`src/hdl/mixer_pkg.sv`:
```
// channel mixer shared types
package mixer_pkg;

    localparam int OP_WIDTH        = 13;
    localparam int NUM_BANKS       = 2;
    localparam int OPS_PER_BANK    = 18;
    localparam int CHANS_PER_BANK  = 9;
    localparam int NUM_CHANS       = NUM_BANKS * CHANS_PER_BANK;
    localparam int NUM_OPS         = NUM_BANKS * OPS_PER_BANK;
    localparam int PAIRS_PER_BANK  = 3;   // channels 0-2 can join with 3-5

    localparam int CHAN_WIDTH      = OP_WIDTH + 2;    // room for three operators
    localparam int ACC_WIDTH       = CHAN_WIDTH + 5;  // room for 18 channels

    // one signed operator output
    typedef logic signed [OP_WIDTH-1:0] op_t;

    // index is bank * OPS_PER_BANK + slot
    typedef op_t [NUM_OPS-1:0] op_frame_t;

    typedef logic signed [CHAN_WIDTH-1:0] chan_t;
    typedef logic signed [ACC_WIDTH-1:0]  acc_t;

    // bit bank * PAIRS_PER_BANK + i enables 4-op on pair i
    typedef logic [NUM_BANKS*PAIRS_PER_BANK-1:0] conn_sel_t;

    typedef struct packed {
        logic cnt;       // connection type
        logic left_en;   // route to left output
        logic right_en;  // route to right output
    } chan_cfg_t;

    // index is bank * CHANS_PER_BANK + channel
    typedef chan_cfg_t [NUM_CHANS-1:0] chan_cfg_frame_t;

    typedef struct packed {
        chan_t left;
        chan_t right;
    } chan_mix_t;

    typedef chan_mix_t [NUM_CHANS-1:0] chan_mix_frame_t;

    typedef enum logic {
        IDLE,
        ACCUMULATE
    } exec_state_t;

endpackage
```
`src/hdl/channel_mixer.sv`:
```
// FM channel mixer top level
`timescale 1ns/1ps

module channel_mixer
    import mixer_pkg::*;
#(
    parameter int SAMPLE_WIDTH = 16  // 8 to 20
) (
    input  logic                           clk,
    input  logic                           reset,
    input  logic                           op_valid,
    input  op_frame_t                      op_out,
    input  chan_cfg_frame_t                chan_cfg,
    input  conn_sel_t                      connection_sel,
    output logic                           sample_valid,
    output logic signed [SAMPLE_WIDTH-1:0] sample_l,
    output logic signed [SAMPLE_WIDTH-1:0] sample_r
);

    logic            chans_valid;
    chan_mix_frame_t chans;
    logic            sums_valid;
    acc_t            sum_l;
    acc_t            sum_r;

    mix_decode u_decode (
        .clk            (clk),
        .reset          (reset),
        .op_valid       (op_valid),
        .op_out         (op_out),
        .chan_cfg       (chan_cfg),
        .connection_sel (connection_sel),
        .chans_valid    (chans_valid),
        .chans          (chans)
    );

    mix_execute u_execute (
        .clk         (clk),
        .reset       (reset),
        .chans_valid (chans_valid),
        .chans       (chans),
        .sums_valid  (sums_valid),
        .sum_l       (sum_l),
        .sum_r       (sum_r)
    );

    mix_result #(
        .SAMPLE_WIDTH (SAMPLE_WIDTH)
    ) u_result (
        .clk          (clk),
        .reset        (reset),
        .sums_valid   (sums_valid),
        .sum_l        (sum_l),
        .sum_r        (sum_r),
        .sample_valid (sample_valid),
        .sample_l     (sample_l),
        .sample_r     (sample_r)
    );

endmodule

```
`src/hdl/mix_result.sv`:
```
// output clamp
`timescale 1ns/1ps

module mix_result
    import mixer_pkg::*;
#(
    parameter int SAMPLE_WIDTH = 16
) (
    input  logic                           clk,
    input  logic                           reset,
    input  logic                           sums_valid,
    input  acc_t                           sum_l,
    input  acc_t                           sum_r,
    output logic                           sample_valid,
    output logic signed [SAMPLE_WIDTH-1:0] sample_l,
    output logic signed [SAMPLE_WIDTH-1:0] sample_r
);

    typedef logic signed [SAMPLE_WIDTH-1:0] sample_t;

    localparam acc_t SAT_MAX = acc_t'(2 ** (SAMPLE_WIDTH - 1) - 1);
    localparam acc_t SAT_MIN = acc_t'(-(2 ** (SAMPLE_WIDTH - 1)));

    function automatic sample_t saturate(input acc_t value);
        if (value > SAT_MAX) begin
            return sample_t'(SAT_MAX);
        end else if (value < SAT_MIN) begin
            return sample_t'(SAT_MIN);
        end
        return sample_t'(value);  // in range, just drop the top bits
    endfunction

    always_ff @(posedge clk) begin
        if (reset) begin
            sample_valid <= 1'b0;
            sample_l     <= '0;
            sample_r     <= '0;
        end else begin
            sample_valid <= sums_valid;
            if (sums_valid) begin
                sample_l <= saturate(sum_l);
                sample_r <= saturate(sum_r);  // held until next frame
            end
        end
    end

endmodule

```
`src/hdl/mix_execute.sv`:
```
// channel accumulation sequencer
`timescale 1ns/1ps

module mix_execute
    import mixer_pkg::*;
(
    input  logic            clk,
    input  logic            reset,
    input  logic            chans_valid,
    input  chan_mix_frame_t chans,
    output logic            sums_valid,
    output acc_t            sum_l,
    output acc_t            sum_r
);

    localparam int IDX_WIDTH = $clog2(NUM_CHANS);
    localparam logic [IDX_WIDTH-1:0] LAST_CHAN = IDX_WIDTH'(NUM_CHANS - 1);

    exec_state_t           state;
    logic [IDX_WIDTH-1:0]  chan_idx;
    chan_mix_frame_t       frame;  // private copy, decode may move on

    always_ff @(posedge clk) begin
        if (reset) begin
            state      <= IDLE;
            chan_idx   <= '0;
            sums_valid <= 1'b0;
        end else begin
            sums_valid <= 1'b0;
            case (state)
                IDLE: begin
                    if (chans_valid) begin
                        chan_idx <= '0;
                        state    <= ACCUMULATE;
                    end
                end
                ACCUMULATE: begin
                    chan_idx <= chan_idx + 1'b1;
                    if (chan_idx == LAST_CHAN) begin
                        state      <= IDLE;
                        sums_valid <= 1'b1;  // final add lands this edge
                    end
                end
                default: begin
                    state <= IDLE;
                end
            endcase
        end
    end

    always_ff @(posedge clk) begin
        if (state == IDLE && chans_valid) begin
            frame <= chans;
            sum_l <= '0;
            sum_r <= '0;
        end else if (state == ACCUMULATE) begin
            sum_l <= sum_l + acc_t'(frame[chan_idx].left);   // sign extended
            sum_r <= sum_r + acc_t'(frame[chan_idx].right);
        end
    end

endmodule

```
`src/hdl/mix_decode.sv`:
```
// operator to channel decode
`timescale 1ns/1ps

module mix_decode
    import mixer_pkg::*;
(
    input  logic            clk,
    input  logic            reset,
    input  logic            op_valid,
    input  op_frame_t       op_out,
    input  chan_cfg_frame_t chan_cfg,
    input  conn_sel_t       connection_sel,
    output logic            chans_valid,
    output chan_mix_frame_t chans
);

    chan_mix_t chan_next [NUM_CHANS];  // routed values before the register

    for (genvar b = 0; b < NUM_BANKS; b++) begin : g_bank
        for (genvar k = 0; k < CHANS_PER_BANK; k++) begin : g_chan
            // slots k, k+3 for channels 0-2; shifted by 3 per group of three
            localparam int FIRST = b * OPS_PER_BANK + k + 3 * (k / 3);
            localparam int SECOND = FIRST + 3;
            localparam int CH = b * CHANS_PER_BANK + k;

            chan_t two_op;
            chan_t chan_val;

            // 2-op: additive when cnt set, else modulator feeds carrier
            assign two_op = chan_cfg[CH].cnt
                ? chan_t'(op_out[FIRST]) + chan_t'(op_out[SECOND])
                : chan_t'(op_out[SECOND]);

            if (k < PAIRS_PER_BANK) begin : g_pair
                localparam int SEL = b * PAIRS_PER_BANK + k;

                chan_t four_op;

                always_comb begin
                    case ({chan_cfg[CH].cnt, chan_cfg[CH + PAIRS_PER_BANK].cnt})
                        2'b00: begin
                            four_op = chan_t'(op_out[FIRST + 9]);
                        end
                        2'b01: begin
                            four_op = chan_t'(op_out[FIRST + 3])
                                + chan_t'(op_out[FIRST + 9]);
                        end
                        2'b10: begin
                            four_op = chan_t'(op_out[FIRST])
                                + chan_t'(op_out[FIRST + 9]);
                        end
                        default: begin  // three carriers summed
                            four_op = chan_t'(op_out[FIRST])
                                + chan_t'(op_out[FIRST + 6])
                                + chan_t'(op_out[FIRST + 9]);
                        end
                    endcase
                end

                assign chan_val = connection_sel[SEL] ? four_op : two_op;
            end else if (k < 2 * PAIRS_PER_BANK) begin : g_partner
                localparam int SEL = b * PAIRS_PER_BANK + k - PAIRS_PER_BANK;

                // operators already used by the 4-op partner
                assign chan_val = connection_sel[SEL] ? chan_t'(0) : two_op;
            end else begin : g_plain
                assign chan_val = two_op;
            end

            assign chan_next[CH] = '{
                left:  chan_cfg[CH].left_en  ? chan_val : chan_t'(0),
                right: chan_cfg[CH].right_en ? chan_val : chan_t'(0)
            };
        end
    end

    always_ff @(posedge clk) begin
        if (reset) begin
            chans_valid <= 1'b0;
        end else begin
            chans_valid <= op_valid;  // one cycle behind the strobe
        end
    end

    always_ff @(posedge clk) begin
        if (op_valid) begin
            for (int c = 0; c < NUM_CHANS; c++) begin
                chans[c] <= chan_next[c];
            end
        end
    end

endmodule

```
`config.mk`:
```
export PLATFORM = sky130hd
export DESIGN_NAME = channel_mixer
export DESIGN_NICKNAME = d
export VERILOG_FILES = /design/src/hdl/mixer_pkg.sv /design/src/hdl/channel_mixer.sv /design/src/hdl/mix_result.sv /design/src/hdl/mix_execute.sv /design/src/hdl/mix_decode.sv
export SDC_FILE = /design/constraint.sdc
export NUM_CORES = 2
export LEC_CHECK = 0
export BUFFER_PORTS_ARGS = -buffer_cell sky130_fd_sc_hd__buf_2
export CELL_PAD_IN_SITES_DETAIL_PLACEMENT = 1
export CELL_PAD_IN_SITES_GLOBAL_PLACEMENT = 1
export CORE_UTILIZATION = 40
export CTS_BUF_LIST = sky130_fd_sc_hd__clkbuf_8
export CTS_CLUSTER_SIZE = 20
export DETAILED_ROUTE_END_ITERATION = 10
export GPL_ROUTABILITY_DRIVEN = 0
export PLACE_DENSITY = 0.72
export SYNTH_ARGS = -nofsm -noshare
export SYNTH_HDL_FRONTEND = slang
export SYNTH_SLANG_ARGS = --single-unit
```
`constraint.sdc`:
```
create_clock -name clk -period 25 [get_ports clk]
set_input_delay 3.75 -clock clk [delete_from_list [all_inputs] [get_ports clk]]
set_output_delay 3.75 -clock clk [all_outputs]
set_load 0.01 [all_outputs]
```
==> run metrics <==
status=completed; Finish-stage setup viols=0; top cell type by total area after synthesis=edfxtp_1; combinational power share=26.5%; DRC=0; Post-Synth XOR/XNOR Area=slightly below 4%; post-CTS resize count=0; Crit-path slowest cell=buf_4; Fillers=roughly 19k; I/O pin total=about 560; measured slew at the worst slew-check pin=1.26 ns; total gr overflow=0; WP data arrival=7.13 ns; placed insts=8827; syn avg cell area=11.4 um2; multiplexer share of the synthesized area=between 7 and 8%; final WL=236 mm; R2R Setup Slk=18.56 ns; first-pass GRT wire length=approximately 350 mm; Tcrit/Tclk final=26.5%; vias in the first global route=54.3k; area taken by multi-input logic gates=0.0353 mm2; Yosys reg bits=between 1k and 1.5k; antenna-violating nets left=0; cts bufs inserted=182; Final nets=7856; Die Wd=approximately 420 um; leakage power=0.0303 uW; hold slack=0.367 ns; Clock Skews=around 0.096 ns; largest net degree at the start of global routing=199; row count=between 150 and 200; Peak VDD IR=0.0000549 V; Post-synth top cells=edfxtp_1 (1032), nor2_1 (551), ha_1 (508); antenna violations before repair=69; Root Buffer=clkbuf_8; Synth Warn #=0; CTS tree=done; Final Hold Fails=0; share of the yosys chip area belonging to registers=46.8%; count leader, synth=edfxtp_1; clock sinks=about 1.1k; Initial Util=between 40% and 50%; post-layout min period=6.64 ns; number of synthesized flops with an enable pin=a little over 1k; Net Sw Frac=32.4%; DRT Pass-1 Iters=6; vias=53.4k; Core ar.=0.172 mm2; largest family of logic cells by synthesized area=compound AO/OA/AOI/OAI gates; layout cells sized above 1=15.5%; top-area cell type share of the netlist area=44.5%; Pwr Density=approximately 68 mW/mm2; Longest Clk Path Bufs=3; crit path cell chain=buf_8 > buf_4 > buf_4 > buf_4; Worst Setup Start Kind=input port; Max Fclk=0.151 GHz; NetSw=1720 uW; Die ar.=0.176 mm2; cts hold-fix bufs=0; average wire per standard cell=25.7 um; cell internal pwr=3580 uW; final std cells w/o fill=9196; Primary FF master, synth=edfxtp_1; IO Port Bufs=563; critical path endpoint category=flip-flop; Iter 0 DRT Violations=4596; Flop pwr share=44.0%; Avg Vias per Cell=just under 6; Clock Power Share=between 20% and 30%; H-Tree Depth=4; register area=0.0326 mm2; post-DP HPWL=186 mm; simple-gate portion of the synthesized area=13.1%; Syn Std Cell Area=0.0696 mm2; Critical Path Most Common Cell=buf_4; share of synthesized flip-flops with an asynchronous set or reset=0%; Area growth syn-to-layout=12.8%; CP required=25.50 ns; Netlist cell types=88; Syn Inst Count=6112; unrepaired setup endpoints after global routing=false; worst-skew pair later-pin latency=approximately 0.93 ns; worst min-delay path category=flip-flop to flip-flop; Crit path largest cell delay=0.90 ns; syn nets=7267; aggregate global-route resource usage=26.4%; Max Transition Viols Final=0; compound-gate portion of the synthesized area=13.4%; Crit Path Class=input port to flip-flop; Slew headroom=between 10% and 20%; Setup Total Neg Slack=0 ns; Synth area leaders=edfxtp_1 (45%), ha_1 (9.1%), mux4_2 (5.6%); Reg clk slew, reported paths=0.06 ns; post-CTS setup buffer count=0; area share of fa/ha/maj cells after synthesis=approximately an eighth; CP delay by family, top=buffers and inverters; Worst Path Max Fanout=between 100 and 150; CP bufs+invs=4; Die Span Y=between 400 and 500 um; max-cap viol count=0
per-layer routing:
layer	wire, um	share of wire (%)	track usage (%)	vias up
met5	103	0.044	0	-
met4	9800	4.1	10.8	16
met3	12500	5.3	2.94	349
met2	114000	48	44.4	1744
met1	99700	42	34.7	26894
li1	-	-	-	24359
final timing paths:
kind | startpoint | depth (start not counted) | endpoint
hold reg to reg | u_decode.chans[268]$_SDFFCE_PN0P_ | 0 | u_execute.frame[268]$_DFFE_PP_
setup reg to reg | u_execute.chan_idx[0]$_SDFFE_PP0P_ | 16 | u_execute.sum_l[18]$_SDFFE_PP0P_
setup / recovery | op_valid | 4 | u_decode.chans[13]$_SDFFCE_PN0P_
hold / removal | u_decode.chans[268]$_SDFFCE_PN0P_ | 0 | u_execute.frame[268]$_DFFE_PP_
flip-flops by register name (all words and copies together) (netlist names):
name,cells
u_decode.chans,516
u_decode.chans_valid,1
u_execute.chan_idx,5
u_execute.frame,516
u_execute.state,1
u_execute.sum_l,20
u_execute.sum_r,20
u_execute.sums_valid,1
u_result.sample_l,16
u_result.sample_r,16
u_result.sample_valid,1
kinds of logic (layout without fill, tap and decap cells):
kind of cell | count (synthesis) | count (layout)
buffers and inverters | 440 | 1173
and+or+nand+nor | 1848 | 1848
DFF | 1113 | 1113
muxes | 323 | 323
other | 0 | 41
xor gates and xnor gates | 316 | 316
adders and majority gates | 624 | 624
AOI/OAI and AO/OA | 1448 | 1448
through the flow:
stage          worst slack, ns  total power (uW)  utilization, %  area, um2
2_1_floorplan            0.378              3290               -      69600
3_3_place_gp             17.71              3700            43.5      74900
3_5_place_dp             17.54              3760            43.5      74900
4_1_cts                  18.49              5310            45.5      78400
5_1_grt                  18.09              5540            45.5      78500
6_report                 18.36              5300            45.6      78500
final cells by class:
cell class | count | share of cell area (%)
Clock buffer | 184 | 3.23
Timing Repair Buffer | 600 | 3.99
Sequential cell | 1113 | 41.6
Clock inverter | 144 | 1.24
Tap cell | 2310 | 3.68
Inverter | 245 | 1.17
Antenna cell | 41 | 0.131
Multi-Input combinational cell | 4559 | 45.0
cell usage in the layout, fill, tap and decap left out, types with 78 or more instances in the layout:
master / instances
nor2_1: 551
mux4_2: 174
nor3_1: 177
xor2_1: 94
edfxtp_1: 1032
a21o_1: 101
dfxtp_1: 78
nand2b_1: 87
inv_1: 293
o21ai_0: 301
a21oi_1: 394
a211oi_1: 106
fa_1: 116
clkbuf_8: 184
xnor2_1: 222
nand2_1: 352
o21a_1: 87
nor2b_1: 231
and2_1: 112
nand3_1: 97
buf_2: 562
mux2i_1: 140
ha_1: 508
power groups by stage:
stage	Clock [uW]	Combinational (uW)	Sequential [uW]
3_5_place_dp	0	1390	2370
5_1_grt	1660	1540	2340
4_1_cts	1580	1400	2330
3_3_place_gp	0	1340	2360
6_report	1560	1400	2330
2_1_floorplan	0	947	2340
No activity file was read; power rests on OpenSTA's default activity.
